[src/verilog/procPkg.sv]
package procPkg;

   // Datapath and storage sizes
   localparam int dataWidth     = 16;
   localparam int regCount      = 8;
   localparam int regIdxWidth   = $clog2(regCount);
   localparam int imemDepth     = 256;
   localparam int dmemDepth     = 256;
   localparam int imemAddrWidth = $clog2(imemDepth);
   localparam int dmemAddrWidth = $clog2(dmemDepth);

   // Instruction field positions
   localparam int opMsb    = 15;
   localparam int opLsb    = 12;
   localparam int rdMsb    = 11;
   localparam int rdLsb    = 9;
   localparam int rsMsb    = 8;
   localparam int rsLsb    = 6;
   localparam int rtMsb    = 5;
   localparam int rtLsb    = 3;
   localparam int imm6Msb  = 5;
   localparam int imm9Msb  = 8;
   localparam int imm12Msb = 11;

   typedef enum logic [3:0] {
      opNop   = 4'd0,
      opAdd   = 4'd1,
      opSub   = 4'd2,
      opAnd   = 4'd3,
      opXor   = 4'd4,
      opAddi  = 4'd5,
      opLbi   = 4'd6,
      opSlbi  = 4'd7,
      opLd    = 4'd8,
      opSt    = 4'd9,
      opBeqz  = 4'd10,
      opBnez  = 4'd11,
      opJ     = 4'd12,
      opHalt  = 4'd13,
      opIll14 = 4'd14,
      opIll15 = 4'd15
   } opcodeT;

   // PASS forwards the second operand
   typedef enum logic [2:0] {
      aluPass,
      aluAdd,
      aluSub,
      aluAnd,
      aluXor,
      aluShiftOr
   } aluOpT;

   typedef enum logic [1:0] {
      imm6Signed,
      imm9Signed,
      imm9Low8,
      imm12Signed
   } immKindT;

   typedef struct packed {
      logic    regWrite;
      logic    aluSrcImm;
      aluOpT   aluOp;
      logic    memRead;
      logic    memWrite;
      logic    memToReg;
      logic    branchZero;
      logic    branchNonZero;
      logic    jump;
      logic    halt;
      immKindT immKind;
   } ctrlT;

   // Program load port, honored only during reset
   typedef struct packed {
      logic                     en;
      logic [imemAddrWidth-1:0] addr;
      logic [dataWidth-1:0]     data;
   } loadT;

   typedef struct packed {
      logic                   valid;
      logic [dataWidth-1:0]   pc;
      logic                   regWrite;
      logic [regIdxWidth-1:0] wrReg;
      logic [dataWidth-1:0]   wrData;
   } retireT;

endpackage
[src/verilog/decode.sv]
module decode (
   input  logic                          clk,
   input  logic                          rst,
   input  logic [procPkg::dataWidth-1:0] instr,
   input  procPkg::ctrlT                 ctrl,
   input  logic                          wrEn,
   input  logic [procPkg::dataWidth-1:0] wrData,
   output logic [procPkg::dataWidth-1:0] rsData,
   output logic [procPkg::dataWidth-1:0] rdData,
   output logic [procPkg::dataWidth-1:0] rtData,
   output logic [procPkg::dataWidth-1:0] immVal
);

   logic [procPkg::dataWidth-1:0]   regs [procPkg::regCount];
   logic [procPkg::regIdxWidth-1:0] rdIdx;
   logic [procPkg::regIdxWidth-1:0] rsIdx;
   logic [procPkg::regIdxWidth-1:0] rtIdx;

   assign rdIdx = instr[procPkg::rdMsb:procPkg::rdLsb];
   assign rsIdx = instr[procPkg::rsMsb:procPkg::rsLsb];
   assign rtIdx = instr[procPkg::rtMsb:procPkg::rtLsb];

   // Write port always targets the rd field
   always_ff @(posedge clk)
   begin
      if (rst)
      begin
         for (int i = 0; i < procPkg::regCount; i++)
         begin
            regs[i] <= '0;
         end
      end
      else if (wrEn)
      begin
         regs[rdIdx] <= wrData;
      end
   end

   // Combinational reads
   assign rsData = regs[rsIdx];
   assign rdData = regs[rdIdx];
   assign rtData = regs[rtIdx];

   always_comb
   begin
      case (ctrl.immKind)
         procPkg::imm9Signed:
            immVal = {{(procPkg::dataWidth-procPkg::imm9Msb-1){instr[procPkg::imm9Msb]}},
                      instr[procPkg::imm9Msb:0]};
         // SLBI only uses the low byte, zero extended
         procPkg::imm9Low8:
            immVal = {{(procPkg::dataWidth-8){1'b0}}, instr[7:0]};
         procPkg::imm12Signed:
            immVal = {{(procPkg::dataWidth-procPkg::imm12Msb-1){instr[procPkg::imm12Msb]}},
                      instr[procPkg::imm12Msb:0]};
         default:
            immVal = {{(procPkg::dataWidth-procPkg::imm6Msb-1){instr[procPkg::imm6Msb]}},
                      instr[procPkg::imm6Msb:0]};
      endcase
   end

endmodule

[config.mk]
export PLATFORM = sky130hd
export DESIGN_NAME = decode
export DESIGN_NICKNAME = d
export VERILOG_FILES = /design/src/verilog/procPkg.sv /design/src/verilog/decode.sv
export SDC_FILE = /design/constraint.sdc
export NUM_CORES = 1
export LEC_CHECK = 0
export BUFFER_PORTS_ARGS = -buffer_cell sky130_fd_sc_hd__buf_2
export CAP_MARGIN = 40
export CORE_ASPECT_RATIO = 0.6
export CORE_MARGIN = 2
export CORE_UTILIZATION = 30
export DETAILED_ROUTE_END_ITERATION = 10
export GPL_TIMING_DRIVEN = 0
export PLACE_DENSITY = 0.51
export SLEW_MARGIN = 5
export SYNTH_ARGS = -nofsm -noshare
export SYNTH_HDL_FRONTEND = slang
export SYNTH_SLANG_ARGS = --single-unit
export TNS_END_PERCENT = 30
[constraint.sdc]
create_clock -name clk -period 3.6 [get_ports clk]
set_input_delay 0.9 -clock clk [delete_from_list [all_inputs] [get_ports clk]]
set_output_delay 0.9 -clock clk [all_outputs]
set_load 0.01 [all_outputs]
==> impl_metrics.json, run 1 <==
{
  "status": "finished, final reports clean",
  "cts_setup_buffers": 0,
  "utilization_pct": 37.08,
  "drt-wirelength-per-cell_um": 27.80,
  "crit_path_top_delay_cell": "clkbuf_1",
  "path_cells": "buf_2 -> clkbuf_1 -> buf_6 -> mux4_2 -> mux2_2 -> buf_2",
  "final_nets": 643,
  "grt_pass1_wl_um": 38430,
  "wl_um": 26660,
  "synth_fp_nets": 528,
  "area_growth_syn_to_layout_pct": 20.18,
  "clk_pin_slew_ps": 60,
  "max_slew_margin_pct": 45.20,
  "io_pins": 113,
  "cap_violations": 0,
  "drc": 0,
  "nFillCells": 2461,
  "die_h_um": 129.6,
  "leakage_nw": 3.393,
  "maxSlewViolCount": 0,
  "clock.fmax_mhz": 284.6,
  "crit_top_cell": "buf_2",
  "cp_top_family": "buffers and inverters",
  "num_rows": 45,
  "cts_max_level": 4,
  "yosysWarnings": 0,
  "ys_ff_latch": 128,
  "worstHoldPathType": "input pin to register",
  "clock-sinks": 128,
  "synthCells": 479,
  "dieArea_sq_um": 27640,
  "seq_area_frac_synth_pct": 48.74,
  "core_sq_um": 25560,
  "max_flop_register": "regs",
  "multiInputGateArea_sq_um": 3730,
  "dp_slack_ps": 107.6,
  "overflow": 0,
  "cts_root_buf": "clkbuf_16",
  "worst_pin_slew_ps": 818.9,
  "globalRouteTotalUtil_pct": 20.19,
  "ff_latch_area_sq_um": 3844,
  "power_density_nw_per_um2": 461.5,
  "largestRegisters": "regs (128)",
  "largest_reg_flops": 128,
  "arrival_ps": 2610,
  "endpoint_kind": "output port",
  "drtAntennaViolNets": 0,
  "setup_viol": 0,
  "peakVddDrop_v": 0.0003217,
  "drt_iter0_markers": 420,
  "finalCriticalPeriod_ps": 3514,
  "place.gp.congestion": 0.7881,
  "cts_tree": "done",
  "post-route-period-util_pct": 97.62,
  "final_area_sq_um": 9478,
  "max-clock-path-buffers": 2,
  "rsz0062_at_grt": "false",
  "crit_type": "input pin to output port",
  "drt-vias-per-instance": 5.356,
  "hpwlAfterDp_um": 18260,
  "layout_setup_ws_ps": 85.80,
  "antenna_found_initial": 1,
  "first_pass_iters": 5,
  "grt_pass1_vias": 5409,
  "diodes": 0,
  "place_area_sq_um": 8864,
  "grt_max_degree": 17,
  "dr_total_vias": 5136,
  "total_power_mw": 4.374,
  "path_buf_inv": 4,
  "die_x_um": 213.3,
  "slowest_delay_ps": 520,
  "cts_made_buffers": 17,
  "start_kind": "input pin",
  "path_max_fanout": 6,
  "postSynthAreaPerCell_sq_um": 16.46,
  "worstPathRequired_ps": 2700,
  "initial_core_util_pct": 30.85,
  "cts-resized-gates": 0,
  "final_cell_mix": "and2_1, edfxtp_1, buf_2, mux4_2, mux2_2",
  "synthesis.area_sq_um": 7886,
  "hold_violations": 0,
  "port_buffers": 87,
  "drive_above_1_share_pct": 53.05,
  "hold_buffers": 0,
  "synthDistinctLibCells": 25
}
## area by class of cell
cell class                 count  share of cell area (%)
timing repair buffer          96                   5.663
clock buffer                  17                   4.488
multi-input combinational    304                   39.35
tap                          352                   4.647
clock inverter                15                   1.993
buffer                        47                   3.300
sequential                   128                   40.55
## report_power, final
group | internal [mW] | switching (mW)
clock network | 1.15 | 0.680
logic | 0.367 | 0.356
registers | 1.74 | 0.0789
total | 3.26 | 1.11
## kinds of logic after synthesis
kind of cell    synth area share (%)
flops                          48.74
buf+inv                        3.966
mux                            34.30
simple gates                   12.47
compound gates                0.5236
## final timing paths
kind,start,to,cells after the start
setup / recovery,instr[8],rsData[5],6
hold / removal,wrData[13],regs[1][13],2
## per-layer routing
metal	vias up	global-route usage [%]	wire length, um
met3	27	4.387	1907
met4	0	5.474	299
met2	260	30.46	11970
met1	2723	29.47	12480
met5	-	0	0
li1	2126	-	-
## through the flow
| stage | setup TNS, ps | hold WS, ps | cells |
|---|---|---|---|
| detailed placement | 0 | 1268 | 927 |
| global route | 0 | 835.0 | 959 |
| finish | 0 | 833.9 | 959 |
| floorplan | 0 | 1098 | 479 |
| CTS | 0 | 821.8 | 959 |
| global placement | -1564 | 1253 | 918 |
## cell usage after synthesis (all sizes together)
| cell type | count | area share (%) |
|---|---|---|
| nor2 | 6 | 0.60 |
| clkbuf | 12 | 0.62 |
| a31o | 3 | 0.33 |
| a21oi | 1 | 0.063 |
| or2 | 8 | 0.63 |
| and2 | 128 | 10 |
| nand2b | 2 | 0.16 |
| mux2 | 48 | 6.9 |
| edfxtp | 128 | 49 |
| or3b | 2 | 0.25 |
| mux4 | 96 | 27 |
| buf | 35 | 3.3 |
| nand3b | 1 | 0.095 |
| nand2 | 5 | 0.24 |
| nor3 | 2 | 0.33 |
| o21ai | 2 | 0.13 |
No activity file was read; power rests on OpenSTA's default activity.
==> run 2, diff against run 1 <==
- SETUP_SLACK_MARGIN: not set -> 0.1
==> impl_metrics.json, run 2 (same netlist as run 1, synthesis figures left out) <==
{
  "first_pass_iters": 5,
  "max_flop_register": "regs",
  "p_comb_share_pct": 16.5,
  "leakage_nw": 3.396,
  "drtAntennaViolNets": 0,
  "clock.fmax_mhz": 284.5,
  "hpwlAfterDp_um": 18260,
  "cts_setup_buffers": 0,
  "drt-vias-per-instance": 5.352,
  "clkPwrFrac_pct": 41.9,
  "area_growth_syn_to_layout_pct": 20.20,
  "cts_max_level": 4,
  "final_nets": 643,
  "worstHoldPathType": "input pin to register",
  "dr_total_vias": 5133,
  "place.gp.congestion": 0.7881,
  "overflow": 0,
  "globalRouteTotalUtil_pct": 20.19,
  "dieArea_sq_um": 27640,
  "final_cell_mix": "and2_1, edfxtp_1, buf_2, mux4_2, mux2_2",
  "slowest_delay_ps": 520,
  "path_max_fanout": 6,
  "drc": 0,
  "finalCriticalPeriod_ps": 3514,
  "p_sw_mw": 1.114,
  "io_pins": 113,
  "peakVddDrop_v": 0.0003218,
  "grt_pass1_wl_um": 38430,
  "cts_made_buffers": 17,
  "final_area_sq_um": 9479,
  "switching_share_pct": 25.47,
  "max_slew_margin_pct": 45.20,
  "max-clock-path-buffers": 2,
  "dpl.cell_count": 927,
  "hold_buffers": 0,
  "worst_pin_slew_ps": 818.9,
  "worstPathRequired_ps": 2700,
  "pwr-share-seq_pct": 41.6,
  "final_cells": 959,
  "total_power_mw": 4.374,
  "place_area_sq_um": 8864,
  "diodes": 0,
  "utilization_pct": 37.08,
  "status": "finished, final reports clean",
  "die_x_um": 213.3,
  "clk_pin_slew_ps": 60,
  "setup_tns_ps": 0,
  "endpoint_kind": "output port",
  "rsz0062_at_grt": "true",
  "maxSlewViolCount": 0,
  "clock-sinks": 128,
  "die_h_um": 129.6,
  "largestRegisters": "regs (128)",
  "crit_path_top_delay_cell": "clkbuf_1",
  "drt_iter0_markers": 420,
  "port_buffers": 87,
  "crit_type": "input pin to output port",
  "power_density_nw_per_um2": 461.5,
  "cts_root_buf": "clkbuf_16",
  "post-route-period-util_pct": 97.62,
  "cap_violations": 0,
  "start_kind": "input pin",
  "wl_um": 26670,
  "cell_internal_pwr_mw": 3.260,
  "initial_core_util_pct": 30.85,
  "nFillCells": 2463,
  "cp_top_family": "buffers and inverters",
  "arrival_ps": 2610,
  "grt_max_degree": 17,
  "antenna_found_initial": 1,
  "grt_pass1_vias": 5409,
  "crit_top_cell": "buf_2",
  "setup_viol": 0,
  "largest_reg_flops": 128,
  "path_cells": "buf_2 -> clkbuf_1 -> buf_6 -> mux4_2 -> mux2_2 -> buf_2",
  "drive_above_1_share_pct": 53.21,
  "hold_violations": 0,
  "num_rows": 45,
  "core_sq_um": 25560,
  "cts_tree": "done",
  "path_buf_inv": 4,
  "drt-wirelength-per-cell_um": 27.81
}
run 2: cell count changes in the layout (fill, tap and decap cells not counted):
cell,delta
clkbuf_1,-1
clkbuf_2,+1
run 2: through the flow:
step,setup WS (ps),hold slack [ps]
floorplan,617.0,1098
global route,66.45,835.0
CTS,102.3,821.8
global placement,-158.1,1253
detailed placement,107.6,1268
finish,85.65,833.8
run 2: area by class of cell:
type	instances	area [sq um]	area share, %
Buffer	47	314.1	3.313
Clock buffer	17	425.4	4.488
Clock inverter	15	188.9	1.993
Multi-Input combinational cell	304	3730	39.35
Sequential cell	128	3844	40.55
Tap cell	352	440.4	4.646
Timing Repair Buffer	96	536.8	5.663
run 2: timing repair:
action,CTS,global route
hold endpoints to repair,0,0
resized for setup,0,2
setup endpoints to repair,0,13
run 2: power groups by stage:
stage	registers, mW	logic (mW)	clock network [mW]
floorplan	1.81	0.463	0
global placement	1.84	0.707	0
detailed placement	1.84	0.724	0
CTS	1.81	0.728	1.84
global route	1.83	0.769	1.90
finish	1.82	0.722	1.83
run 2: routing by layer:
layer / GRT usage (%) / vias up / wire [um]
li1: - / 2126 / -
met1: 29.47 / 2722 / 12490
met2: 30.46 / 258 / 11980
met3: 4.387 / 27 / 1900
met4: 5.474 / 0 / 299
met5: 0 / - / 0
run 2: worst paths after layout:
kind	from	to	slack (ps)	cells past startpoint
worst max-delay path	instr[8]	rsData[5]	90	6
worst min-delay path	wrData[13]	regs[1][13]	830	2
==> run 3, diff against run 2 <==
- CTS_BUF_LIST: not set -> sky130_fd_sc_hd__clkbuf_2 sky130_fd_sc_hd__clkbuf_4 sky130_fd_sc_hd__clkbuf_8
==> impl_metrics.json, run 3 (same netlist as run 1, synthesis figures left out) <==
{
  "hold_violations": 0,
  "globalRouteTotalUtil_pct": 20.13,
  "cts_tree": "done",
  "drt-wirelength-per-cell_um": 27.77,
  "die_h_um": 129.6,
  "dieArea_sq_um": 27640,
  "rsz0062_at_grt": "true",
  "worstHoldPathType": "input pin to register",
  "cts_made_buffers": 17,
  "grt_pass1_wl_um": 38330,
  "worst-path-stages": 6,
  "start_kind": "input pin",
  "setup_viol": 0,
  "final_nets": 643,
  "wl_um": 26630,
  "overflow": 0,
  "slowest_delay_ps": 520,
  "path_buf_inv": 4,
  "largestRegisters": "regs (128)",
  "path_max_fanout": 6,
  "antenna_found_initial": 0,
  "port_buffers": 87,
  "finalCriticalPeriod_ps": 3515,
  "place.gp.congestion": 0.7881,
  "drtAntennaViolNets": 0,
  "cts_max_level": 4,
  "drt-vias-per-instance": 5.335,
  "status": "finished, final reports clean",
  "crit_end": "rsData[5]",
  "hpwlAfterDp_um": 18260,
  "io_pins": 113,
  "crit_top_cell": "buf_2",
  "initial_core_util_pct": 30.85,
  "total_power_mw": 3.911,
  "max_flop_register": "regs",
  "max_slew_margin_pct": 47.01,
  "final_cells": 959,
  "path_cells": "buf_2 -> clkbuf_1 -> buf_6 -> mux4_2 -> mux2_2 -> buf_2",
  "cap_violations": 0,
  "dr_total_vias": 5116,
  "clk_pin_slew_ps": 80,
  "final_cell_mix": "and2_1, edfxtp_1, buf_2, mux4_2, mux2_2",
  "worstPathRequired_ps": 2700,
  "die_x_um": 213.3,
  "dpl.cell_count": 927,
  "crit_path_start": "instr[8]",
  "nFillCells": 2484,
  "arrival_ps": 2610,
  "clock-sinks": 128,
  "grt_max_degree": 17,
  "cts_setup_buffers": 0,
  "ff_latch_area_sq_um": 3844,
  "cts-resized-gates": 0,
  "power_density_nw_per_um2": 421.1,
  "grt_pass1_vias": 5389,
  "worst_pin_slew_ps": 791.9,
  "cts_root_buf": "clkbuf_8",
  "area_growth_syn_to_layout_pct": 17.77,
  "cp_top_family": "buffers and inverters",
  "post-route-period-util_pct": 97.64,
  "max-clock-path-buffers": 2,
  "clock.fmax_mhz": 284.5,
  "drc": 0,
  "crit_type": "input pin to output port",
  "largest_reg_flops": 128,
  "core_sq_um": 25560,
  "maxSlewViolCount": 0,
  "leakage_nw": 3.309,
  "multiInputGateArea_sq_um": 3730,
  "peakVddDrop_v": 0.0002849,
  "first_pass_iters": 5,
  "utilization_pct": 36.33,
  "crit_path_top_delay_cell": "clkbuf_1",
  "hold_buffers": 0,
  "endpoint_kind": "output port",
  "drive_above_1_share_pct": 53.21,
  "num_rows": 45,
  "drt_iter0_markers": 408,
  "diodes": 0
}
## run 3: changes by cell type in the layout (fill, tap and decap cells not counted)
cell       before  now
clkbuf_16      17    0
clkbuf_8        0   17
## run 3: cell type report
class	instances	share of cell area, %
flip-flops and latches	128	41.38
plain buffers	47	3.381
well taps	352	4.742
multi-input cells	304	40.16
repair buffers	96	5.779
clock inverters	15	2.034
clock buffers	17	2.519
## run 3: per-stage QoR
step	worst slack, ps	hold WS, ps	instance area, sq um	setup TNS, ps
final	85.06	795.6	9288	0
after global routing	66.45	788.9	9288	0
after CTS	102.3	786.1	9286	0
after detailed placement	107.6	1268	8864	0
after global placement	-158.1	1253	8762	-1564
after floorplan	617.0	1098	7886	0
## run 3: routing by layer
layer	global-route usage (%)	vias to the layer above	wire length [um]
met5	0	-	0
met4	5.065	0	342
met3	4.532	32	2006
met2	30.19	289	11860
met1	29.57	2673	12420
li1	-	2122	-
## run 3: worst min path at each step
stage                           from     endpoint  slack [ps]  depth (start not counted)
final                     wrData[13]  regs[1][13]         800                          2
after global routing      wrData[13]  regs[3][13]         790                          2
after CTS                 wrData[13]  regs[4][13]         790                          2
after detailed placement  wrData[13]  regs[2][13]        1270                          2
after global placement    wrData[13]  regs[6][13]        1250                          2
after floorplan            wrData[0]   regs[0][0]        1100                          1
## run 3: power breakdown
part | total (mW) | switching [mW] | internal (mW)
clock network | 1.37 | 0.622 | 0.750
logic | 0.723 | 0.356 | 0.367
registers | 1.82 | 0.0784 | 1.74
total | 3.91 | 1.06 | 2.85
